<file path="config.mk">
export PLATFORM = sky130hd
export DESIGN_NAME = trdb_trace_top
export DESIGN_NICKNAME = d
export VERILOG_FILES = /design/src/source/trdb_instr_pkg.sv /design/src/source/trdb_packet_pkg.sv /design/src/source/trdb_branch_map.sv /design/src/source/trdb_packet_emitter.sv /design/src/source/trdb_packet_fifo.sv /design/src/source/trdb_packet_serializer.sv /design/src/source/trdb_trace_top.sv
export VERILOG_INCLUDE_DIRS = /design/src /design/src/source
export SDC_FILE = /design/constraint.sdc
export NUM_CORES = 1
export LEC_CHECK = 0
export ABC_AREA = 1
export ABC_CLOCK_PERIOD_IN_PS = 8800
export BUFFER_PORTS_ARGS = -buffer_cell sky130_fd_sc_hd__buf_2
export CORE_MARGIN = 1.5
export CORE_UTILIZATION = 50
export DETAILED_ROUTE_END_ITERATION = 16
export PLACE_DENSITY = 0.7
export SYNTH_ARGS = -nofsm -noshare
export SYNTH_HDL_FRONTEND = slang
export SYNTH_SLANG_ARGS = --single-unit
</file>
<file path="constraint.sdc">
create_clock -name clk_i -period 8.8 [get_ports clk_i]
set_input_delay 2.2 -clock clk_i [delete_from_list [all_inputs] [get_ports clk_i]]
set_output_delay 2.2 -clock clk_i [all_outputs]
set_load 0.02 [all_outputs]
</file>
<file path="src/source/trdb_defs.svh">
`ifndef TRDB_DEFS_SVH
`define TRDB_DEFS_SVH

// number of conditional branches one branch map can hold before it must be closed
`define TRDB_MAP_BITS 31

// the branch count must be able to reach the full map size
`define TRDB_CNT_BITS 5

// width of an indirect jump target as carried in an address packet
`define TRDB_ADDR_BITS 32

// every trace packet has the same width regardless of its format
`define TRDB_PKT_BITS 72

// the serializer sends the packet out in units of this width
`define TRDB_BYTE_BITS 8
`define TRDB_PKT_BYTES 9

// number of complete packets the FIFO can hold between emitter and serializer
`define TRDB_FIFO_DEPTH 4

`endif

</file>
<file path="src/source/trdb_instr_pkg.sv">
`include "trdb_defs.svh"

// describes what the core reports about a retired instruction
package trdb_instr_pkg;

    // one retirement report per cycle at most
    // is_branch and is_jump are mutually exclusive, and an instruction with
    // neither set is a plain instruction that leaves the trace state untouched
    typedef struct packed {
        // an instruction retired in this cycle
        logic                       valid;
        // the instruction is a conditional branch
        logic                       is_branch;
        // direction of the conditional branch, ignored for anything else
        logic                       taken;
        // the instruction is an indirect jump whose target is not predictable
        logic                       is_jump;
        // destination of the indirect jump, only meaningful with is_jump
        logic [`TRDB_ADDR_BITS-1:0] target;
    } retire_t;

endpackage

</file>
<file path="src/source/trdb_packet_pkg.sv">
`include "trdb_defs.svh"

// describes the layout of the trace packets on their way to the serializer
package trdb_packet_pkg;

    // the format always sits in the two least significant bits of a packet
    typedef enum logic [1:0] {
        FMT_BRANCH = 2'd1,
        FMT_ADDR   = 2'd2
    } pkt_fmt_e;

    // a full branch map without an address
    // the upper bits are padding so that both views share one width
    typedef struct packed {
        logic [`TRDB_PKT_BITS-`TRDB_MAP_BITS-`TRDB_CNT_BITS-3:0] pad;
        logic [`TRDB_MAP_BITS-1:0]                               map;
        logic [`TRDB_CNT_BITS-1:0]                               count;
        pkt_fmt_e                                                format;
    } branch_pkt_t;

    // a possibly partial branch map followed by the indirect jump target
    // map and count share their bit positions with the branch view
    typedef struct packed {
        logic [`TRDB_PKT_BITS-`TRDB_ADDR_BITS-`TRDB_MAP_BITS-`TRDB_CNT_BITS-3:0] pad;
        logic [`TRDB_ADDR_BITS-1:0]                                             target;
        logic [`TRDB_MAP_BITS-1:0]                                              map;
        logic [`TRDB_CNT_BITS-1:0]                                              count;
        pkt_fmt_e                                                               format;
    } addr_pkt_t;

    // one packet word, read through the view that its format field selects
    // the FIFO and serializer treat it as a plain vector of bits
    typedef union packed {
        branch_pkt_t branch;
        addr_pkt_t   addr;
    } trace_pkt_u;

endpackage

</file>
<file path="src/source/trdb_branch_map.sv">
`timescale 1ns/1ns

`include "trdb_defs.svh"

module trdb_branch_map (
    input  logic                      clk_i,
    input  logic                      rst_ni,

    // a conditional branch retired in this cycle
    input  logic                      valid_i,
    input  logic                      branch_taken_i,
    // start a new map, combined with a branch of the same cycle
    input  logic                      flush_i,

    output logic [`TRDB_MAP_BITS-1:0] map_o,
    output logic [`TRDB_CNT_BITS-1:0] branches_o,
    output logic                      is_full_o,
    output logic                      is_empty_o
);

    logic [`TRDB_MAP_BITS-1:0] map_d;
    logic [`TRDB_MAP_BITS-1:0] map_q;
    logic [`TRDB_CNT_BITS-1:0] branch_cnt_d;
    logic [`TRDB_CNT_BITS-1:0] branch_cnt_q;

    // the count doubles as the bit position of the next branch
    always_comb begin
        map_d        = map_q;
        branch_cnt_d = branch_cnt_q;

        // a flush throws the old map away before anything else happens
        if (flush_i) begin
            map_d        = '0;
            branch_cnt_d = '0;
        end

        if (valid_i) begin
            if (flush_i) begin
                // the branch of the flush cycle opens the new map at bit 0
                map_d[0]     = branch_taken_i;
                branch_cnt_d = `TRDB_CNT_BITS'(1);
            end else begin
                map_d[branch_cnt_q] = branch_taken_i;
                branch_cnt_d        = branch_cnt_q + `TRDB_CNT_BITS'(1);
            end
        end
    end

    // outputs come straight from the next state
    // this lets the emitter close a packet in the cycle of the last branch
    assign map_o      = map_d;
    assign branches_o = branch_cnt_d;
    assign is_full_o  = (branch_cnt_d == `TRDB_CNT_BITS'(`TRDB_MAP_BITS));
    assign is_empty_o = (branch_cnt_d == '0);

    always_ff @(posedge clk_i or negedge rst_ni) begin
        if (!rst_ni) begin
            map_q        <= '0;
            branch_cnt_q <= '0;
        end else begin
            map_q        <= map_d;
            branch_cnt_q <= branch_cnt_d;
        end
    end

endmodule

</file>
<file path="src/source/trdb_packet_emitter.sv">
`timescale 1ns/1ns

`include "trdb_defs.svh"

module trdb_packet_emitter
    import trdb_instr_pkg::*;
    import trdb_packet_pkg::*;
(
    input  logic       clk_i,
    input  logic       rst_ni,

    // retirement report of the current cycle
    input  retire_t    retire_i,

    // packet and its one-cycle write strobe towards the FIFO
    output trace_pkt_u pkt_o,
    output logic       pkt_write_o
);

    logic                      branch_valid;
    logic                      jump_valid;
    logic                      close_branch;
    logic                      flush_q;
    logic [`TRDB_MAP_BITS-1:0] map;
    logic [`TRDB_CNT_BITS-1:0] branches;
    logic                      map_full;

    // plain instructions never reach the map
    assign branch_valid = retire_i.valid & retire_i.is_branch;
    assign jump_valid   = retire_i.valid & retire_i.is_jump;

    // the map sees no input on a jump cycle
    // its outputs then hold the state the jump packet has to report
    trdb_branch_map i_trdb_branch_map (
        .clk_i          (clk_i),
        .rst_ni         (rst_ni),
        .valid_i        (branch_valid),
        .branch_taken_i (retire_i.taken),
        .flush_i        (flush_q),
        .map_o          (map),
        .branches_o     (branches),
        .is_full_o      (map_full),
        .is_empty_o     ()
    );

    // the branch that fills the map closes it in the same cycle
    assign close_branch = branch_valid & map_full;

    // every jump writes a packet, even with an empty map
    assign pkt_write_o = close_branch | jump_valid;

    // fill in the view that matches the packet being closed
    // unused upper bits of the chosen view stay zero
    always_comb begin
        pkt_o = '0;
        if (jump_valid) begin
            pkt_o.addr.format = FMT_ADDR;
            pkt_o.addr.target = retire_i.target;
            pkt_o.addr.map    = map;
            pkt_o.addr.count  = branches;
        end else begin
            pkt_o.branch.format = FMT_BRANCH;
            pkt_o.branch.map    = map;
            pkt_o.branch.count  = branches;
        end
    end

    // a written packet owns the current map contents
    // so the map restarts in the following cycle
    always_ff @(posedge clk_i or negedge rst_ni) begin
        if (!rst_ni) begin
            flush_q <= 1'b0;
        end else begin
            flush_q <= pkt_write_o;
        end
    end

endmodule

</file>
<file path="src/source/trdb_packet_fifo.sv">
`timescale 1ns/1ns

`include "trdb_defs.svh"

module trdb_packet_fifo
    import trdb_packet_pkg::*;
(
    input  logic       clk_i,
    input  logic       rst_ni,

    // one-cycle strobes from the emitter and the serializer
    input  logic       write_i,
    input  logic       pop_i,
    input  trace_pkt_u pkt_i,

    // oldest packet, valid while not_empty_o is high
    output trace_pkt_u head_o,
    output logic       not_empty_o,
    // set by the first dropped packet and held until reset
    output logic       overflow_o
);

    localparam int unsigned ptr_bits = $clog2(`TRDB_FIFO_DEPTH);
    localparam int unsigned cnt_bits = $clog2(`TRDB_FIFO_DEPTH + 1);

    trace_pkt_u          mem [`TRDB_FIFO_DEPTH];
    logic [ptr_bits-1:0] wr_ptr_q;
    logic [ptr_bits-1:0] rd_ptr_q;
    logic [cnt_bits-1:0] count_q;
    logic                full;
    logic                do_write;
    logic                do_pop;
    logic                overflow_q;

    // a write into a full FIFO is lost even if a pop happens in the same cycle
    assign full     = (count_q == cnt_bits'(`TRDB_FIFO_DEPTH));
    assign do_write = write_i & ~full;
    assign do_pop   = pop_i & not_empty_o;

    always_ff @(posedge clk_i) begin
        if (do_write) begin
            mem[wr_ptr_q] <= pkt_i;
        end
    end

    // pointers wrap explicitly so any depth works
    always_ff @(posedge clk_i or negedge rst_ni) begin
        if (!rst_ni) begin
            wr_ptr_q   <= '0;
            rd_ptr_q   <= '0;
            count_q    <= '0;
            overflow_q <= 1'b0;
        end else begin
            if (do_write) begin
                wr_ptr_q <= (wr_ptr_q == ptr_bits'(`TRDB_FIFO_DEPTH - 1)) ? '0 :
                            wr_ptr_q + ptr_bits'(1);
            end
            if (do_pop) begin
                rd_ptr_q <= (rd_ptr_q == ptr_bits'(`TRDB_FIFO_DEPTH - 1)) ? '0 :
                            rd_ptr_q + ptr_bits'(1);
            end
            // a simultaneous write and pop leave the occupancy unchanged
            count_q <= count_q + cnt_bits'(do_write) - cnt_bits'(do_pop);
            if (write_i && full) begin
                overflow_q <= 1'b1;
            end
        end
    end

    assign head_o      = mem[rd_ptr_q];
    assign not_empty_o = (count_q != '0);
    assign overflow_o  = overflow_q;

endmodule

</file>
<file path="src/source/trdb_packet_serializer.sv">
`timescale 1ns/1ns

`include "trdb_defs.svh"

module trdb_packet_serializer
    import trdb_packet_pkg::*;
(
    input  logic                       clk_i,
    input  logic                       rst_ni,

    // FIFO head and its occupancy level
    input  logic                       not_empty_i,
    input  trace_pkt_u                 head_i,
    output logic                       pop_o,

    // one byte per cycle, least significant byte of the packet first
    output logic [`TRDB_BYTE_BITS-1:0] byte_o,
    output logic                       byte_valid_o
);

    localparam int unsigned idx_bits = $clog2(`TRDB_PKT_BYTES);

    logic [`TRDB_PKT_BITS-1:0] shift_q;
    logic [idx_bits-1:0]       idx_q;
    logic                      busy_q;
    logic                      last_byte;

    // the byte on the output right now is the final one of its packet
    assign last_byte = busy_q & (idx_q == idx_bits'(`TRDB_PKT_BYTES - 1));

    // take a new packet when idle or while the last byte goes out
    // so that back-to-back packets leave without a gap
    assign pop_o = not_empty_i & (~busy_q | last_byte);

    // the shift register carries payload only
    always_ff @(posedge clk_i) begin
        if (pop_o) begin
            shift_q <= head_i;
        end else if (busy_q) begin
            shift_q <= shift_q >> `TRDB_BYTE_BITS;
        end
    end

    // busy and the byte index follow the nine byte slots of each packet
    always_ff @(posedge clk_i or negedge rst_ni) begin
        if (!rst_ni) begin
            busy_q <= 1'b0;
            idx_q  <= '0;
        end else begin
            if (pop_o) begin
                busy_q <= 1'b1;
                idx_q  <= '0;
            end else if (last_byte) begin
                busy_q <= 1'b0;
                idx_q  <= '0;
            end else if (busy_q) begin
                idx_q <= idx_q + idx_bits'(1);
            end
        end
    end

    // the low byte of the shift register is always the next one to send
    assign byte_o       = shift_q[`TRDB_BYTE_BITS-1:0];
    assign byte_valid_o = busy_q;

endmodule

</file>
<file path="src/source/trdb_trace_top.sv">
`timescale 1ns/1ns

`include "trdb_defs.svh"

module trdb_trace_top
    import trdb_instr_pkg::*;
    import trdb_packet_pkg::*;
(
    input  logic                       clk_i,
    input  logic                       rst_ni,

    // retirement report from the core, sampled every cycle
    input  retire_t                    retire_i,

    // serialized trace stream and the sticky drop indication
    output logic [`TRDB_BYTE_BITS-1:0] byte_o,
    output logic                       byte_valid_o,
    output logic                       overflow_o
);

    trace_pkt_u pkt;
    logic       pkt_write;
    trace_pkt_u head;
    logic       not_empty;
    logic       pop;

    // turns retirements into packets
    trdb_packet_emitter i_trdb_packet_emitter (
        .clk_i       (clk_i),
        .rst_ni      (rst_ni),
        .retire_i    (retire_i),
        .pkt_o       (pkt),
        .pkt_write_o (pkt_write)
    );

    // absorbs bursts of packets while the serializer is busy
    trdb_packet_fifo i_trdb_packet_fifo (
        .clk_i       (clk_i),
        .rst_ni      (rst_ni),
        .write_i     (pkt_write),
        .pop_i       (pop),
        .pkt_i       (pkt),
        .head_o      (head),
        .not_empty_o (not_empty),
        .overflow_o  (overflow_o)
    );

    // sends each packet out as nine strobed bytes
    trdb_packet_serializer i_trdb_packet_serializer (
        .clk_i        (clk_i),
        .rst_ni       (rst_ni),
        .not_empty_i  (not_empty),
        .head_i       (head),
        .pop_o        (pop),
        .byte_o       (byte_o),
        .byte_valid_o (byte_valid_o)
    );

endmodule

</file>
# Word-level counts from Yosys, hierarchy flattened

Memory sizes are Yosys's and may differ from the RTL's.
Cells that the tools add are included.
W data, S select, Z words.

Bits in registers: 122
Memory bits (writable): 280
Bits of input ports: 38
Memories kept: 1

Memories:

| memory                 | depth | width | rd ports | clocked after Yosys merged registers in | wr ports | RTL line               | source |
|---|---|---|---|---|---|---|---|
| i_trdb_packet_fifo.mem | 4     | 70    | 1        | 0                                       | 1        | trdb_packet_fifo.sv:26 | `` trace_pkt_u mem [`TRDB_FIFO_DEPTH]; `` |

Add/subtract/negate cells: 6
Order comparisons: 2
Equality and inequality tests: 5
Mux-type cells: 23
Bitwise operators: 11
Reductions and logical operators: 6

Operator list:

| cell                  | count |
|---|---|
| $mux W72              | 2 |
| $mux W31              | 2 |
| $mux W32              | 1 |
| $bwmux W31            | 1 |
| $mux W30              | 1 |
| $mux W5               | 3 |
| $mux W4               | 3 |
| $and A1 B1 Y1         | 7 |
| $lt A5 B6 Y1 const B  | 1 |
| $mux W1               | 6 |
| $mux W2               | 3 |
| $reduce_bool A3 Y1    | 2 |
| $add A5 B1 Y5 const B | 1 |
| $demux W1 S5          | 1 |
| $eq A5 B5 Y1 const B  | 1 |
| $ge A5 B1 Y1 const B  | 1 |
| $add A2 B1 Y2 const B | 2 |
| $add A4 B1 Y4 const B | 1 |
| $eq A2 B2 Y1 const B  | 2 |
| $eq A4 B4 Y1 const B  | 1 |
| $reduce_bool A2 Y1    | 2 |
| $add A3 B1 Y3         | 1 |
| $eq A3 B3 Y1 const B  | 1 |
| $sub A3 B1 Y3         | 1 |
| other kinds (3)       | 6 |

# Logic depth before layout (Yosys ltp)

Word-level depth: 9
Depth in mapped cells: 14

# Modules after synthesis

A second synthesis with hierarchy kept.

Cell total of the unflattened synthesis: 1535
Area total of the unflattened synthesis: 17505.5 sq um

By module, submodules not included:

| module                 | times used | cells an instance | area an instance (sq um) | sequential area each (sq um) |
|---|---|---|---|---|
| trdb_packet_fifo       | 1          | 900               | 11856.4                  | 8848.5 |
| trdb_packet_serializer | 1          | 346               | 3508.4                   | 2287.2 |
| trdb_branch_map        | 1          | 211               | 1761.7                   | 900.9 |
| trdb_packet_emitter    | 1          | 78                | 379.1                    | 25.0 |

# Worst setup path before layout

No wires, ideal clock.

Path kind: input -> register
Start point: input port retire_i[34] in the netlist's numbering
End point: memory i_trdb_packet_fifo.mem[0][0] in the netlist's numbering (enable)
Setup time: 442 ps
Data arrival time: 4935 ps
Path slack: 3422 ps
Cell stages on the path: 9
Path buffers: 0
Path through: nand2_1 inv_1 nand3_1 nand2_1 nor2_1 nand3_2 nand2_4 nand2_4 nor2_2

Cells in the longest elaborated chain, start to end: 8

Ends and longest elaborated chain:

| item                                  | RTL line                  | source |
|---|---|---|
| start, declared                       | trdb_trace_top.sv:13      | `input retire_t retire_i,` |
| $and A1 B1 Y1                         | trdb_packet_emitter.sv:29 | `assign branch_valid = retire_i.valid & retire_i.is_branch;` |
| $mux W5                               | trdb_branch_map.sv:37     | `if (valid_i) begin` |
| via i_trdb_packet_emitter.branches[3] | trdb_packet_emitter.sv:25 | `` logic [`TRDB_CNT_BITS-1:0] branches; `` |
| $eq A5 B5 Y1                          | trdb_branch_map.sv:53     | `` assign is_full_o = (branch_cnt_d == `TRDB_CNT_BITS'(`TRDB_MAP_BITS)); `` |
| $and A1 B1 Y1                         | trdb_packet_emitter.sv:47 | `assign close_branch = branch_valid & map_full;` |
| $or A1 B1 Y1                          | trdb_packet_emitter.sv:50 | `assign pkt_write_o = close_branch \| jump_valid;` |
| via i_trdb_packet_emitter.pkt_write_o | trdb_packet_emitter.sv:17 | `output logic pkt_write_o` |
| $and A1 B1 Y1                         | trdb_packet_fifo.sv:37    | `assign do_write = write_i & ~full;` |
| $mux W1                               | trdb_packet_fifo.sv:41    | `if (do_write) begin` |
| $mux W1 (not written as such)         | trdb_packet_fifo.sv:42    | `mem[wr_ptr_q] <= pkt_i;` |
| end, declared                         | trdb_packet_fifo.sv:26    |  |

The timed path passes the listed nets, and every way through them passes these cells.

# Worst setup path after layout

Start point: input port retire_i[35] in the netlist's numbering
End point: memory i_trdb_packet_fifo.mem[1][35] in the netlist's numbering (enable)

The elaborated chain is that of the path after synthesis.

==> insert_results.sql <==
INSERT INTO impl_metrics (metric_group, metric, value, unit) VALUES
('critical_path', 'worst_setup_path_start_kind', 'input port', ''),
('sta', 'timing_hold_violations_final', '0', ''),
('critical_path', 'slowest_stage', 'buf_4', ''),
('floorplan', 'initial_core_utilization', '50.7', '%'),
('synthesis', 'netlist_area', '16000', 'sq um'),
('floorplan', 'row_count', '65', ''),
('synthesis', 'async_flop_share', '12.5', '%'),
('floorplan', 'die-area', '33000', 'sq um'),
('clocking', 'cts_buffers', '40', ''),
('synthesis', 'synth_fp_nets', '1346', ''),
('clocking', 'cts_sinks', '400', ''),
('synthesis', 'number_of_flops_mapped_to_enable_cells_by_yosys', '350', ''),
('layout', 'post_route_cells_drive_above_1_share', '10.6', '%'),
('status', 'run_status', 'completed', ''),
('sta', 'final_setup_vio_count', '0', ''),
('grt', 'busiest_layer', 'met2', ''),
('floorplan', 'die_h', '182', 'microns'),
('grt', 'grt_max_degree', '93', ''),
('sta', 'post-route-period-util', '58.1', '%'),
('critical_path', 'worst_ep_required_time', '8.94', 'ns'),
('floorplan', 'io_pins', '48', ''),
('detailed_routing', 'drt_drc_violations_left', '0', ''),
('grt', 'grtUsageMet2', '33.4', '%'),
('power', 'vdd.ir_drop.worst', '0.250', 'mV'),
('sta', 'fin_skew', '0.00908', 'ns'),
('critical_path', 'worst_path_largest_cell_delay', '0.75', 'ns'),
('critical_path', 'critPathTopFamily', 'simple AND/OR/NAND/NOR gates', ''),
('detailed_routing', 'detail_route.wl_per_cell', '19.2', 'microns'),
('critical_path', 'critical_path.endpoint_type', 'register', ''),
('synthesis', 'post_synth_inst_count', '1294', ''),
('placement', 'portBuffers', '47', ''),
('synthesis', 'synth_flop_cell', 'edfxtp_1', ''),
('clocking', 'clk_latency', '0.52', 'ns'),
('clocking', 'tritoncts', 'done', ''),
('layout', 'final_cell_area', '17800', 'sq um'),
('detailed_routing', 'totalWireLength', '33400', 'microns'),
('floorplan', 'die_w', '182', 'microns'),
('sta', 'slew_headroom', '23.3', '%'),
('sta', 'rsz0062_at_grt', 'false', ''),
('layout', 'final_nets', '1364', ''),
('critical_path', 'criticalPathCategory', 'input port to register', ''),
('layout', 'antenna_cells_inserted', '0', ''),
('power', 'p_per_area', '324', 'nW/um^2'),
('floorplan', 'core', '31500', 'sq um'),
('synthesis', 'average_cell_area_after_synthesis', '12.3', 'sq um'),
('grt', 'groute.layer.met1.usage', '28.5', '%'),
('grt', 'global_route_wire_length_before_repair', '52800', 'microns'),
('grt', 'grt.overflow.total', '0', ''),
('sta', 'timing.hold.ws', '0.458', 'ns'),
('placement', 'detailedPlacementHpwl', '17400', 'microns'),
('sta', 'timing.setup.tns', '0', 'ns'),
('worst_hold_path', 'hold_class', 'register to register', ''),
('synthesis', 'yosys_warnings', '0', ''),
('sta', 'fmax', '0.196', 'GHz'),
('grt', 'globalRouteMet3Util', '2.75', '%'),
('sta', 'worst-slew-pin-transition', '1.15', 'ns'),
('detailed_routing', 'drt_iter0_drc', '746', ''),
('synthesis', 'ys_seq_area_share', '73.7', '%'),
('grt', 'grt_use_total', '20.6', '%'),
('detailed_routing', 'firstDrtPassIters', '5', ''),
('layout', 'layout.cells.most_common', 'nor2_1', ''),
('critical_path', 'buf_inv_stages_crit_path', '2', ''),
('placement', 'dpl-instance-area', '16500', 'sq um'),
('synthesis', 'number_of_synthesized_register_bits', '400', ''),
('critical_path', 'arrival_time_at_the_worst_endpoint', '5.26', 'ns'),
('power', 'leakage', '0.00656', 'uW'),
('detailed_routing', 'detailroute.via_count', '9760', ''),
('clocking', 'clockRootBuffer', 'clkbuf_16', ''),
('layout', 'area_delta_synth_final', '11.4', '%'),
('clocking', 'postCtsHoldBufs', '0', ''),
('layout', 'regArea', '11800', 'sq um');
## cells in the mapped netlist, drive strengths merged (2+ instances only)
library cell	count	share of area, %
ha	13	1.0
edfxtp	350	66
nand2	31	0.85
nor3	4	0.22
nor2	393	9.4
a311oi	29	1.6
xor2	2	0.11
a21oi	42	1.3
a31oi	63	2.5
dfrtp	50	7.8
clkbuf	51	1.2
buf	32	1.1
nand3	8	0.28
o21ai	146	4.6
inv	70	1.6
## worst reg2reg max path, delay by kind of cell (launching register included)
family / cells / cell delay, ns
compound gates: 1 / 0.28
fa+ha+maj: 1 / 0.22
buf+inv: 2 / 0.82
flops: 1 / 0.42
simple gates: 6 / 1.71
## where the power goes
part           leakage (uW)  switching [uW]  total (uW)  internal [uW]
clock network      0.000654             673        1690           1020
registers           0.00403             164        2660           2490
logic               0.00188             996        1400            408
total               0.00656            1830        5760           3920
## cells by family after synthesis
| group | after synthesis | share of synthesized area [%] |
|---|---|---|
| AO/OA/AOI/OAI | 286 | 10.3 |
| buffers and inverters | 153 | 3.95 |
| flip-flops | 400 | 73.7 |
| adder cells (fa/ha/maj) | 14 | 1.14 |
| XOR/XNOR | 2 | 0.110 |
| AND/OR/NAND/NOR | 439 | 10.8 |
## layout make-up
type | count | area share [%]
clock buffers | 54 | 6.39
clock inverters | 17 | 1.04
inverters | 70 | 1.51
multi-input cells | 741 | 20.2
flip-flops and latches | 400 | 66.2
well taps | 402 | 2.83
repair buffers | 59 | 1.83
## state kept, by name, summed over array words and instances, names as in the netlist
name,count
i_trdb_packet_fifo.mem,280
i_trdb_packet_serializer.shift_q,70
i_trdb_packet_fifo.rd_ptr_q,2
i_trdb_packet_emitter.i_trdb_branch_map.branch_cnt_q,5
i_trdb_packet_fifo.wr_ptr_q,2
i_trdb_packet_serializer.idx_q,4
i_trdb_packet_serializer.byte_valid_o,1
i_trdb_packet_fifo.count_q,3
i_trdb_packet_emitter.flush_q,1
i_trdb_packet_fifo.overflow_o,1
i_trdb_packet_emitter.i_trdb_branch_map.map_q,31
## routing by layer
metal,vias to the layer above,share of wire (%)
met1,4790,44
li1,4605,-
met5,-,0
met2,296,48
met3,69,5.2
met4,0,2.6
## through the flow
| stage | setup WS [ns] | std cells |
|---|---|---|
| 5_1_grt | 3.43 | 1743 |
| 4_1_cts | 3.66 | 1743 |
| 3_3_place_gp | 3.21 | 1672 |
| 2_1_floorplan | 3.42 | 1294 |
| 3_5_place_dp | 3.11 | 1672 |
| 6_report | 3.69 | 1743 |
## worst paths after layout
kind | slack (ns) | cells past startpoint | startpoint | end
setup / recovery | 3.69 | 10 | retire_i[35] | i_trdb_packet_fifo.mem[1][35]$_DFFE_PP_
hold / removal | 0.46 | 1 | i_trdb_packet_fifo.overflow_o$_DFFE_PN0P_ | i_trdb_packet_fifo.overflow_o$_DFFE_PN0P_
setup reg to reg | 4.96 | 10 | register | i_trdb_packet_fifo.mem[1][35]$_DFFE_PP_
hold reg to reg | 0.46 | 1 | i_trdb_packet_fifo.overflow_o$_DFFE_PN0P_ | i_trdb_packet_fifo.overflow_o$_DFFE_PN0P_
max in group asynchronous | 6.41 | 2 | rst_ni | i_trdb_packet_fifo.rd_ptr_q[0]$_DFFE_PN0P_
min in group asynchronous | 1.82 | 2 | rst_ni | i_trdb_packet_serializer.byte_valid_o$_DFFE_PN0P_
Power figures use the tool's default switching activity.
